$ cat src/design/core_macros.svh
`ifndef CORE_MACROS_SVH
`define CORE_MACROS_SVH

// datapath width, fixed by rv32
`define XLEN 32

// rv32e register file, low four index bits only
`define NREGS  16
`define REG_AW $clog2(`NREGS)

// csr address field of the system opcode
`define CSR_AW 12

// machine csr reset and constant values
`define MSTATUS_RESET   32'h0000_1800
`define MVENDORID_VALUE 32'h7973_7978
`define MARCHID_VALUE   32'h017d_9f58

`endif

$ cat src/design/isa_pkg.sv
`include "core_macros.svh"

package isa_pkg;

  typedef enum logic [6:0] {
    OP_LUI    = 7'b0110111,
    OP_JAL    = 7'b1101111,
    OP_JALR   = 7'b1100111,
    OP_BRANCH = 7'b1100011,
    OP_IMM    = 7'b0010011,
    OP_REG    = 7'b0110011,
    OP_SYSTEM = 7'b1110011
  } opcode_e;

  localparam logic [2:0] F3_ADD   = 3'b000;
  localparam logic [2:0] F3_JALR  = 3'b000;
  localparam logic [2:0] F3_BEQ   = 3'b000;
  localparam logic [2:0] F3_BNE   = 3'b001;
  localparam logic [2:0] F3_PRIV  = 3'b000;
  localparam logic [2:0] F3_CSRRW = 3'b001;
  localparam logic [2:0] F3_CSRRS = 3'b010;

  localparam logic [6:0] F7_ADD = 7'b0000000;
  localparam logic [6:0] F7_SUB = 7'b0100000;

  // funct12 of the privileged system ops
  localparam logic [11:0] F12_ECALL = 12'h000;
  localparam logic [11:0] F12_MRET  = 12'h302;

  typedef enum logic [`CSR_AW-1:0] {
    CSR_MSTATUS   = 12'h300,
    CSR_MTVEC     = 12'h305,
    CSR_MEPC      = 12'h341,
    CSR_MCAUSE    = 12'h342,
    CSR_MVENDORID = 12'hf11,
    CSR_MARCHID   = 12'hf12
  } csr_addr_e;

  typedef enum logic [`XLEN-1:0] {
    CAUSE_MISALIGNED = 32'd0,
    CAUSE_ILLEGAL    = 32'd2,
    CAUSE_ECALL      = 32'd11
  } trap_cause_e;

  typedef struct packed {
    logic [6:0] funct7;
    logic [4:0] rs2;
    logic [4:0] rs1;
    logic [2:0] funct3;
    logic [4:0] rd;
    opcode_e    opcode;
  } r_fmt_t;

  typedef struct packed {
    logic [11:0] imm;
    logic [4:0]  rs1;
    logic [2:0]  funct3;
    logic [4:0]  rd;
    opcode_e     opcode;
  } i_fmt_t;

  typedef struct packed {
    logic       imm12;
    logic [5:0] imm10_5;
    logic [4:0] rs2;
    logic [4:0] rs1;
    logic [2:0] funct3;
    logic [3:0] imm4_1;
    logic       imm11;
    opcode_e    opcode;
  } b_fmt_t;

  typedef struct packed {
    logic       imm20;
    logic [9:0] imm10_1;
    logic       imm11;
    logic [7:0] imm19_12;
    logic [4:0] rd;
    opcode_e    opcode;
  } j_fmt_t;

  typedef union packed {
    r_fmt_t r_fmt;
    i_fmt_t i_fmt;
    b_fmt_t b_fmt;
    j_fmt_t j_fmt;
  } inst_u;

endpackage

$ cat src/design/pipe_pkg.sv
`include "core_macros.svh"

package pipe_pkg;

  typedef enum logic [2:0] {
    ALU_ADD,
    ALU_SUB,
    ALU_PASS_B,
    ALU_CSR_RW,
    ALU_CSR_SET
  } alu_op_e;

  typedef enum logic [2:0] {
    CTRL_NONE,
    CTRL_BRANCH_EQ,
    CTRL_BRANCH_NE,
    CTRL_JAL,
    CTRL_JALR,
    CTRL_ECALL,
    CTRL_MRET,
    CTRL_ILLEGAL
  } ctrl_kind_e;

  typedef struct packed {
    logic               valid;
    logic [`XLEN-1:0]   pc;
    logic [`REG_AW-1:0] rs1;
    logic [`REG_AW-1:0] rs2;
    logic [`REG_AW-1:0] rd;
    logic [`XLEN-1:0]   src1;
    logic [`XLEN-1:0]   src2;   // rs2, immediate or old csr value
    logic [`XLEN-1:0]   imm;
    alu_op_e            alu_op;
    ctrl_kind_e         ctrl_kind;
    logic [`CSR_AW-1:0] csr_addr;
    logic               writes_rd;
  } decoded_t;

  typedef struct packed {
    logic               valid;
    logic [`XLEN-1:0]   pc;
    logic [`XLEN-1:0]   npc;
    logic [`REG_AW-1:0] rd;
    logic [`XLEN-1:0]   wdata;
    logic               writes_rd;
    logic [`CSR_AW-1:0] csr_addr;
    logic               csr_wen;
    logic [`XLEN-1:0]   csr_wdata;
    ctrl_kind_e         ctrl_kind;
    logic               misaligned;
  } result_t;

  typedef struct packed {
    logic [`XLEN-1:0]   pc;
    logic [`XLEN-1:0]   npc;
    logic [`REG_AW-1:0] rd;
    logic [`XLEN-1:0]   wdata;
    logic               writes_rd;
  } retire_t;

  typedef struct packed {
    logic [`XLEN-1:0]     target;
    isa_pkg::trap_cause_e cause;
  } redirect_t;

endpackage

$ cat src/design/decode_stage.sv
`include "core_macros.svh"

module decode_stage (
  input  logic               clock,
  input  logic               reset,
  input  logic               flush,
  input  logic               inst_valid,
  input  logic [`XLEN-1:0]   inst_pc,
  input  isa_pkg::inst_u     inst,
  output logic [`REG_AW-1:0] rs1,
  output logic [`REG_AW-1:0] rs2,
  output logic [`CSR_AW-1:0] csr_addr,
  input  logic [`XLEN-1:0]   src1,
  input  logic [`XLEN-1:0]   src2,
  input  logic [`XLEN-1:0]   csr_rdata,
  output pipe_pkg::decoded_t decoded
);
  import isa_pkg::*;
  import pipe_pkg::*;

  logic [`XLEN-1:0] imm;
  alu_op_e          alu_op;
  ctrl_kind_e       ctrl_kind;
  logic             writes_rd;
  logic             uses_rs2;
  logic             is_csr;
  decoded_t         next;

  always_comb begin
    imm       = '0;
    alu_op    = ALU_ADD;
    ctrl_kind = CTRL_NONE;
    writes_rd = 1'b1;
    uses_rs2  = 1'b0;
    is_csr    = 1'b0;
    case (inst.r_fmt.opcode)
      OP_LUI: begin
        imm    = {inst.j_fmt.imm20, inst.j_fmt.imm10_1, inst.j_fmt.imm11,
                  inst.j_fmt.imm19_12, 12'b0}; // u-type upper bits
        alu_op = ALU_PASS_B;
      end
      OP_JAL: begin
        imm       = {{12{inst.j_fmt.imm20}}, inst.j_fmt.imm19_12, inst.j_fmt.imm11,
                     inst.j_fmt.imm10_1, 1'b0};
        ctrl_kind = CTRL_JAL;
      end
      OP_JALR: begin
        imm       = {{20{inst.i_fmt.imm[11]}}, inst.i_fmt.imm};
        ctrl_kind = (inst.i_fmt.funct3 == F3_JALR) ? CTRL_JALR : CTRL_ILLEGAL;
      end
      OP_BRANCH: begin
        imm       = {{20{inst.b_fmt.imm12}}, inst.b_fmt.imm11, inst.b_fmt.imm10_5,
                     inst.b_fmt.imm4_1, 1'b0};
        uses_rs2  = 1'b1;
        writes_rd = 1'b0;
        case (inst.b_fmt.funct3)
          F3_BEQ:  ctrl_kind = CTRL_BRANCH_EQ;
          F3_BNE:  ctrl_kind = CTRL_BRANCH_NE;
          default: ctrl_kind = CTRL_ILLEGAL;
        endcase
      end
      OP_IMM: begin
        imm = {{20{inst.i_fmt.imm[11]}}, inst.i_fmt.imm};
        if (inst.i_fmt.funct3 != F3_ADD) ctrl_kind = CTRL_ILLEGAL;
      end
      OP_REG: begin
        uses_rs2 = 1'b1;
        if (inst.r_fmt.funct3 != F3_ADD) ctrl_kind = CTRL_ILLEGAL;
        else if (inst.r_fmt.funct7 == F7_SUB) alu_op = ALU_SUB;
        else if (inst.r_fmt.funct7 != F7_ADD) ctrl_kind = CTRL_ILLEGAL;
      end
      OP_SYSTEM: begin
        case (inst.i_fmt.funct3)
          F3_CSRRW: begin
            is_csr = 1'b1;
            alu_op = ALU_CSR_RW;
          end
          F3_CSRRS: begin
            is_csr = 1'b1;
            alu_op = ALU_CSR_SET;
          end
          F3_PRIV: begin
            writes_rd = 1'b0;
            if (inst.i_fmt.imm == F12_ECALL) ctrl_kind = CTRL_ECALL;
            else if (inst.i_fmt.imm == F12_MRET) ctrl_kind = CTRL_MRET;
            else ctrl_kind = CTRL_ILLEGAL;
          end
          default: ctrl_kind = CTRL_ILLEGAL;
        endcase
      end
      default: ctrl_kind = CTRL_ILLEGAL;
    endcase
    if (ctrl_kind == CTRL_ILLEGAL) writes_rd = 1'b0;
  end

  // read ports into the commit stage
  assign rs1      = inst.r_fmt.rs1[`REG_AW-1:0];
  assign rs2      = uses_rs2 ? inst.r_fmt.rs2[`REG_AW-1:0] : '0; // x0 keeps rs2 out of forwarding
  assign csr_addr = inst.i_fmt.imm;

  always_comb begin
    next.valid     = inst_valid;
    next.pc        = inst_pc;
    next.rs1       = rs1;
    next.rs2       = rs2;
    next.rd        = inst.r_fmt.rd[`REG_AW-1:0];
    next.src1      = src1;
    next.src2      = is_csr ? csr_rdata : (uses_rs2 ? src2 : imm);
    next.imm       = imm;
    next.alu_op    = alu_op;
    next.ctrl_kind = ctrl_kind;
    next.csr_addr  = csr_addr;
    next.writes_rd = writes_rd;
  end

  always_ff @(posedge clock) begin
    decoded <= next;
    if (reset || flush) begin
      decoded.valid <= 1'b0;
    end
  end

endmodule

$ cat src/design/execute_stage.sv
`include "core_macros.svh"

module execute_stage (
  input  logic               clock,
  input  logic               reset,
  input  logic               flush,
  input  pipe_pkg::decoded_t decoded,
  output pipe_pkg::result_t  result
);
  import isa_pkg::*;
  import pipe_pkg::*;

  logic [`XLEN-1:0] op_a;
  logic [`XLEN-1:0] op_b;
  logic [`XLEN-1:0] alu_out;
  logic [`XLEN-1:0] link;
  logic [`XLEN-1:0] target;
  logic             fwd_ok;
  logic             is_csr;
  logic             csr_writable;
  logic             is_jump;
  logic             taken;
  logic             misaligned;
  result_t          next;

  assign fwd_ok  = result.valid && result.writes_rd && (result.rd != '0);
  assign is_csr  = (decoded.alu_op == ALU_CSR_RW) || (decoded.alu_op == ALU_CSR_SET);
  assign is_jump = (decoded.ctrl_kind == CTRL_JAL) || (decoded.ctrl_kind == CTRL_JALR);
  assign link    = decoded.pc + `XLEN'(4);

  // operands, with the instruction one ahead forwarded
  always_comb begin
    op_a = decoded.src1;
    op_b = decoded.src2;
    if (fwd_ok && result.rd == decoded.rs1) op_a = result.wdata;
    if (fwd_ok && result.rd == decoded.rs2) op_b = result.wdata;
    if (is_csr && result.valid && result.csr_wen && result.csr_addr == decoded.csr_addr) begin
      op_b = result.csr_wdata; // back-to-back csr access
    end
  end

  always_comb begin
    case (decoded.csr_addr)
      CSR_MSTATUS, CSR_MTVEC, CSR_MEPC, CSR_MCAUSE: csr_writable = 1'b1;
      default: csr_writable = 1'b0;
    endcase
  end

  always_comb begin
    case (decoded.alu_op)
      ALU_ADD:     alu_out = op_a + op_b;
      ALU_SUB:     alu_out = op_a - op_b;
      ALU_PASS_B:  alu_out = op_b;
      ALU_CSR_RW:  alu_out = op_b; // old csr value to rd
      ALU_CSR_SET: alu_out = op_b;
      default:     alu_out = op_a + op_b;
    endcase
  end

  always_comb begin
    target = decoded.pc + decoded.imm;
    case (decoded.ctrl_kind)
      CTRL_BRANCH_EQ: taken = (op_a == op_b);
      CTRL_BRANCH_NE: taken = (op_a != op_b);
      CTRL_JAL:       taken = 1'b1;
      CTRL_JALR: begin
        taken  = 1'b1;
        target = (op_a + decoded.imm) & {{(`XLEN-1){1'b1}}, 1'b0};
      end
      default:        taken = 1'b0;
    endcase
  end

  assign misaligned = taken && (target[1:0] != 2'b00);

  always_comb begin
    next.valid      = decoded.valid;
    next.pc         = decoded.pc;
    next.npc        = taken ? target : link;
    next.rd         = decoded.rd;
    next.wdata      = is_jump ? link : alu_out;
    next.writes_rd  = decoded.writes_rd && !misaligned;
    next.csr_addr   = decoded.csr_addr;
    next.csr_wen    = is_csr && csr_writable;
    next.csr_wdata  = (decoded.alu_op == ALU_CSR_SET) ? (op_b | op_a) : op_a;
    next.ctrl_kind  = decoded.ctrl_kind;
    next.misaligned = misaligned;
  end

  always_ff @(posedge clock) begin
    result <= next;
    if (reset || flush) begin
      result.valid <= 1'b0;
    end
  end

endmodule

$ cat src/design/commit_stage.sv
`include "core_macros.svh"

module commit_stage (
  input  logic                clock,
  input  logic                reset,
  input  pipe_pkg::result_t   result,
  input  logic [`REG_AW-1:0]  rs1,
  input  logic [`REG_AW-1:0]  rs2,
  input  logic [`CSR_AW-1:0]  csr_addr,
  output logic [`XLEN-1:0]    src1,
  output logic [`XLEN-1:0]    src2,
  output logic [`XLEN-1:0]    csr_rdata,
  output logic                retire_valid,
  output pipe_pkg::retire_t   retire,
  output logic                redirect_valid,
  output pipe_pkg::redirect_t redirect,
  output logic                flush
);
  import isa_pkg::*;
  import pipe_pkg::*;

  logic [`XLEN-1:0] regs [`NREGS];
  logic [`XLEN-1:0] mstatus;
  logic [`XLEN-1:0] mtvec;
  logic [`XLEN-1:0] mepc;
  logic [`XLEN-1:0] mcause;
  logic [`XLEN-1:0] csr_value;
  logic [`XLEN-1:0] next_pc;
  logic             live;
  logic             trap;
  logic             mret;
  logic             rd_wen;
  logic             csr_wen;
  logic             redirects;
  trap_cause_e      cause;

  assign flush = redirect_valid;

  // a wrong-path result is still in the stage during the flush cycle
  assign live = result.valid && !flush;
  assign mret = (result.ctrl_kind == CTRL_MRET);

  always_comb begin
    trap  = 1'b1;
    cause = CAUSE_MISALIGNED; // plain redirects carry 0 too
    if (result.ctrl_kind == CTRL_ECALL) cause = CAUSE_ECALL;
    else if (result.ctrl_kind == CTRL_ILLEGAL) cause = CAUSE_ILLEGAL;
    else if (!result.misaligned) trap = 1'b0;
  end

  assign rd_wen    = live && !trap && result.writes_rd && (result.rd != '0);
  assign csr_wen   = live && !trap && result.csr_wen;
  assign next_pc   = trap ? mtvec : (mret ? mepc : result.npc);
  assign redirects = trap || mret || (result.npc != result.pc + `XLEN'(4));

  // write on this edge passes straight to decode, x0 is never written
  assign src1 = (rd_wen && result.rd == rs1) ? result.wdata : regs[rs1];
  assign src2 = (rd_wen && result.rd == rs2) ? result.wdata : regs[rs2];

  always_comb begin
    case (csr_addr)
      CSR_MSTATUS:   csr_value = mstatus;
      CSR_MTVEC:     csr_value = mtvec;
      CSR_MEPC:      csr_value = mepc;
      CSR_MCAUSE:    csr_value = mcause;
      CSR_MVENDORID: csr_value = `MVENDORID_VALUE;
      CSR_MARCHID:   csr_value = `MARCHID_VALUE;
      default:       csr_value = '0;
    endcase
  end

  assign csr_rdata = (csr_wen && result.csr_addr == csr_addr) ? result.csr_wdata : csr_value;

  always_ff @(posedge clock) begin
    if (reset) begin
      for (int i = 0; i < `NREGS; i++) begin
        regs[i] <= '0;
      end
      mstatus        <= `MSTATUS_RESET;
      mtvec          <= '0;
      mepc           <= '0;
      mcause         <= '0;
      retire_valid   <= 1'b0;
      redirect_valid <= 1'b0;
    end else begin
      retire_valid   <= live;
      redirect_valid <= live && redirects;
      if (rd_wen) begin
        regs[result.rd] <= result.wdata;
      end
      if (live && trap) begin
        mcause <= cause;
        mepc   <= result.pc;
      end
      if (csr_wen) begin
        case (result.csr_addr)
          CSR_MSTATUS: mstatus <= result.csr_wdata;
          CSR_MTVEC:   mtvec   <= result.csr_wdata;
          CSR_MEPC:    mepc    <= result.csr_wdata;
          CSR_MCAUSE:  mcause  <= result.csr_wdata;
          default: ; // read-only or unknown
        endcase
      end
    end
  end

  // retire and redirect records, qualified by their valid pulses
  always_ff @(posedge clock) begin
    retire.pc        <= result.pc;
    retire.npc       <= next_pc;
    retire.rd        <= result.rd;
    retire.wdata     <= result.wdata;
    retire.writes_rd <= result.writes_rd && !trap;
    redirect.target  <= next_pc;
    redirect.cause   <= cause;
  end

endmodule

$ cat src/design/rv_core.sv
`include "core_macros.svh"

module rv_core (
  input  logic                clock,
  input  logic                reset,
  input  logic                inst_valid,
  input  logic [`XLEN-1:0]    inst_pc,
  input  isa_pkg::inst_u      inst,
  output logic                retire_valid,
  output pipe_pkg::retire_t   retire,
  output logic                redirect_valid,
  output pipe_pkg::redirect_t redirect
);
  import pipe_pkg::*;

  decoded_t           decoded;
  result_t            result;
  logic               flush;
  logic [`REG_AW-1:0] rs1;
  logic [`REG_AW-1:0] rs2;
  logic [`CSR_AW-1:0] csr_addr;
  logic [`XLEN-1:0]   src1;
  logic [`XLEN-1:0]   src2;
  logic [`XLEN-1:0]   csr_rdata;

  decode_stage decode0 (
    .clock      (clock),
    .reset      (reset),
    .flush      (flush),
    .inst_valid (inst_valid),
    .inst_pc    (inst_pc),
    .inst       (inst),
    .rs1        (rs1),
    .rs2        (rs2),
    .csr_addr   (csr_addr),
    .src1       (src1),
    .src2       (src2),
    .csr_rdata  (csr_rdata),
    .decoded    (decoded)
  );

  execute_stage execute0 (
    .clock   (clock),
    .reset   (reset),
    .flush   (flush),
    .decoded (decoded),
    .result  (result)
  );

  // register file and csrs live here
  commit_stage commit0 (
    .clock          (clock),
    .reset          (reset),
    .result         (result),
    .rs1            (rs1),
    .rs2            (rs2),
    .csr_addr       (csr_addr),
    .src1           (src1),
    .src2           (src2),
    .csr_rdata      (csr_rdata),
    .retire_valid   (retire_valid),
    .retire         (retire),
    .redirect_valid (redirect_valid),
    .redirect       (redirect),
    .flush          (flush)
  );

endmodule

$ cat config.mk
export PLATFORM = sky130hd
export DESIGN_NAME = rv_core
export DESIGN_NICKNAME = d
export VERILOG_FILES = /design/src/design/isa_pkg.sv /design/src/design/pipe_pkg.sv /design/src/design/decode_stage.sv /design/src/design/execute_stage.sv /design/src/design/commit_stage.sv /design/src/design/rv_core.sv
export VERILOG_INCLUDE_DIRS = /design/src /design/src/design
export SDC_FILE = /design/constraint.sdc
export NUM_CORES = 2
export LEC_CHECK = 0
export BUFFER_PORTS_ARGS = -buffer_cell sky130_fd_sc_hd__buf_2
export CAP_MARGIN = 20
export CORE_UTILIZATION = 60
export CTS_BUF_LIST = sky130_fd_sc_hd__clkbuf_8
export CTS_CLUSTER_DIAMETER = 60
export DETAILED_ROUTE_END_ITERATION = 8
export PLACE_DENSITY_LB_ADDON = 0.08
export SETUP_SLACK_MARGIN = 0.4
export SLEW_MARGIN = 10
export SYNTH_ARGS = -nofsm -noshare
export SYNTH_HDL_FRONTEND = slang
export SYNTH_HIERARCHICAL = 1
export SYNTH_SLANG_ARGS = --single-unit
export TNS_END_PERCENT = 1
$ cat constraint.sdc
create_clock -name clock -period 9.4 [get_ports clock]
set_input_delay 0.94 -clock clock [delete_from_list [all_inputs] [get_ports clock]]
set_output_delay 0.94 -clock clock [all_outputs]
set_load 0.005 [all_outputs]
==> results.toml <==
[setup_path]
crit_path_end_kind = "flop"
critical_path_required_ns = 10.11
crit_type = "flop to flop"
worstPathArrival_ns = 6.81
worst-path-max-fanout = 20
setup.worst_path.start_class = "flop"

[synthesis]
async_flop_share_pct = 0
avgSynthCellArea_um2 = 11.2
synth_ff_type = "dfxtp_1"
synth_commonest_cells = "544 x dfxtp_1, 512 x edfxtp_1, 496 x and2_1, 375 x a21oi_1, 363 x nand2_1"
synthDistinctLibCells = 108
synth_area_leader_cell = "edfxtp_1"
synth_seq_cells = 1056
yosysMostFrequentCell = "dfxtp_1"
yosys-top-cells-area = "edfxtp_1 27%, dfxtp_1 19%, mux4_2 13%"
synth_area_um2 = 56000
synth_top_cell_area_share_pct = 27.5
yosys_warnings = 6
synth_edf_count = 512
syn_inst = 4988
ys_seq_area_share_pct = 46.9

[route]
wl_per_cell_um = 29.5
viasPerCell = 6.59
drt-initial-drc-count = 5069
drcViolationCount = 0
drt-pass1-iter-count = 7
drt_wl_total_mm = 190
dr_total_vias = 42600
antenna_left = 0

[clocking]
clk_path_buf_depth = 3
postCtsSetupBuffers = 0
path_clk_slew_ns = 0.06
htreeDepth = 4
ctsHoldBuffers = 0
cts_resized = 0
cts.sinks = 1056
cts_tree = "done"
insertion_delay_ns = 0.91
numCtsBuffers = 176
ctsRootBufferMaster = "clkbuf_8"

[cells_and_area]
fillers = 7199
multi_input_area_um2 = 27600
drive_gt1_share_pct = 19.5
regArea_um2 = 26300
area_growth_pct = 9.26
fin_cells = 6459
final_nets = 5298
post-route-util_pct = 66.5

[sta]
max_slew_margin_pct = 18.1
setup_violations = 0
rsz0062_at_grt = "false"
slew_viol_final = 0
holdWs_ns = 0.146
min_period_over_period_pct = 64.9
layout_min_cycle_time_ns = 6.10
fin_skew_ns = 0.0550
max_freq_mhz = 164
tightest_slew_ns = 1.23
fin_setup_tns_ns = 0
worst_slack_ns = 3.30
finalHoldViolations = 0

[floorplanning]
dieArea_um2 = 94600
core_um2 = 92100
die_y_um = 308
die_width_um = 308
start_util_pct = 60.8
row_count = 111
ios = 234

[hold_path]
hold_path_class = "input port to flop"

[placement]
place_ws_ns = 3.59
dp.cells = 6134
dp_hpwl_mm = 126
numPortBuffers = 204
gp_congestion = 0.983

[pwr]
powerDensity_nw_per_um2 = 175
power_leakage_nw = 24.6
ir_worst_vdd_uv = 176

[global_route]
grt_pass1_wl_mm = 274
grt_pass1_vias = 40700
grt_max_degree = 131
grt_overflow = 0
antenna_found_initial = 5
grt_use_total_pct = 40.1

[run]
maxCapViolations = 0

[status]
status = "finished clean"
==> placed cells by master (no fill, tap or decap), types with 14 or more instances in the layout <==
cell type  synthesis  final
o21bai_1          21     20
a221oi_1          34     34
o211ai_1          20     20
clkbuf_8           0    214
a21o_1            79     79
o21ai_0           99     98
clkinv_2           0     16
or2_2             22     22
edfxtp_1         512    512
nand2b_1          27     27
o21ai_1           31     30
and3_1            29     29
xnor2_1          100    100
nor2_1           288    272
a21oi_1          375    372
nand3_1           84     83
a31oi_1           40     40
dfxtp_1          544    544
ha_1             158    158
mux4_2           320    320
a22oi_1           32     32
mux2i_1          133    133
or3_1             15     15
buf_4             90     72
nor2_2             1     14
a211oi_1          71     71
a22o_1            15     15
nand2_1          363    360
xor2_1            75     75
nor4_1            23     19
and2_1           496    491
buf_2             42    201
conb_1             1     61
nand4_1           37     37
inv_1            127    185
nor2b_1           18     17
mux2_2            67     67
nor3_1            53     50
o22ai_1           26     26
==> report_power, final <==
group | leakage (nW) | switching [W] | internal (W)
Combinational | 12.8 | 0.000703 | 0.000491
Sequential | 9.77 | 0.000363 | 0.00505
Clock | 2.04 | 0.00195 | 0.00218
Total | 24.6 | 0.00301 | 0.00772
==> state kept, by name (all words and copies together), names as in the netlist <==
signal	count
commit0/mstatus	32
commit0/mtvec	32
commit0/mepc	32
commit0/retire	69
commit0/redirect	34
commit0/retire_valid	1
decode0/decoded	160
commit0/mcause	32
commit0/regs	512
commit0/flush	1
execute0/result	151
==> area by class of cell <==
class / count / area share, %
diodes: 6 / 0.0245
clock buffers: 214 / 4.81
clock inverters: 105 / 1.00
inverters: 127 / 0.779
multi-input cells: 3427 / 45.2
flip-flops and latches: 1056 / 42.9
well taps: 1243 / 2.54
repair buffers: 281 / 2.76
==> logic make-up (layout without fill, tap and decap cells) <==
logic type / count (synthesis) / in the layout / synth area share (%)
fa+ha+maj: 162 / 162 / 3.67
flops: 1056 / 1056 / 46.9
simple gates: 1538 / 1538 / 14.4
other cells: 1 / 67 / 0.00670
buf+inv: 565 / 727 / 4.57
xor+xnor: 175 / 175 / 2.74
mux: 520 / 520 / 16.6
compound gates: 971 / 971 / 11.1
==> metal layers <==
| metal | vias to the layer above | track usage (%) | part of all wire (%) |
|---|---|---|---|
| li1 | 18400 | - | - |
| met1 | 21000 | 52.2 | 37 |
| met2 | 2633 | 62.8 | 46 |
| met3 | 544 | 7.47 | 10 |
| met4 | 0 | 23.5 | 6.5 |
| met5 | - | 0 | 0 |
==> final timing paths <==
| check | from | end | slack [ns] | depth (start not counted) |
|---|---|---|---|---|
| setup / recovery | execute0/result[83]$_DFF_P_ | execute0/result[80]$_DFF_P_ | 3.30 | 17 |
| hold / removal | inst_pc[8] | decode0/decoded[135]$_DFF_P_ | 0.15 | 1 |
| setup reg to reg | execute0/result[83]$_DFF_P_ | execute0/result[80]$_DFF_P_ | 3.30 | 17 |
| hold reg to reg | decode0/decoded[116]$_DFF_P_ | execute0/result[83]$_DFF_P_ | 0.33 | 0 |
==> metrics by stage <==
step | area, µm² | total power (W)
after floorplan | 56200 | 0.00614
after global placement | 57600 | 0.00664
after detailed placement | 57600 | 0.00665
after CTS | 61200 | 0.0107
after global routing | 61200 | 0.0110
final | 61200 | 0.0107
==> critical path: stages, from the launching register on <==
cell and delay (ns):
dfxtp_1 0.68, xor2_1 0.15, nor4_2 0.48, nand2_2 0.42
buf_4 0.41, mux2i_1 0.29, inv_1 0.16, ha_1 0.54
and2_0 0.43, nand2_1 0.16, a2111oi_2 0.59, o32ai_1 0.27
o211a_1 0.29, o31ai_1 0.46, a22oi_1 0.15, xor2_1 0.16
a21oi_1 0.16, a22oi_1 0.08
No activity file was read; power rests on OpenSTA's default activity.
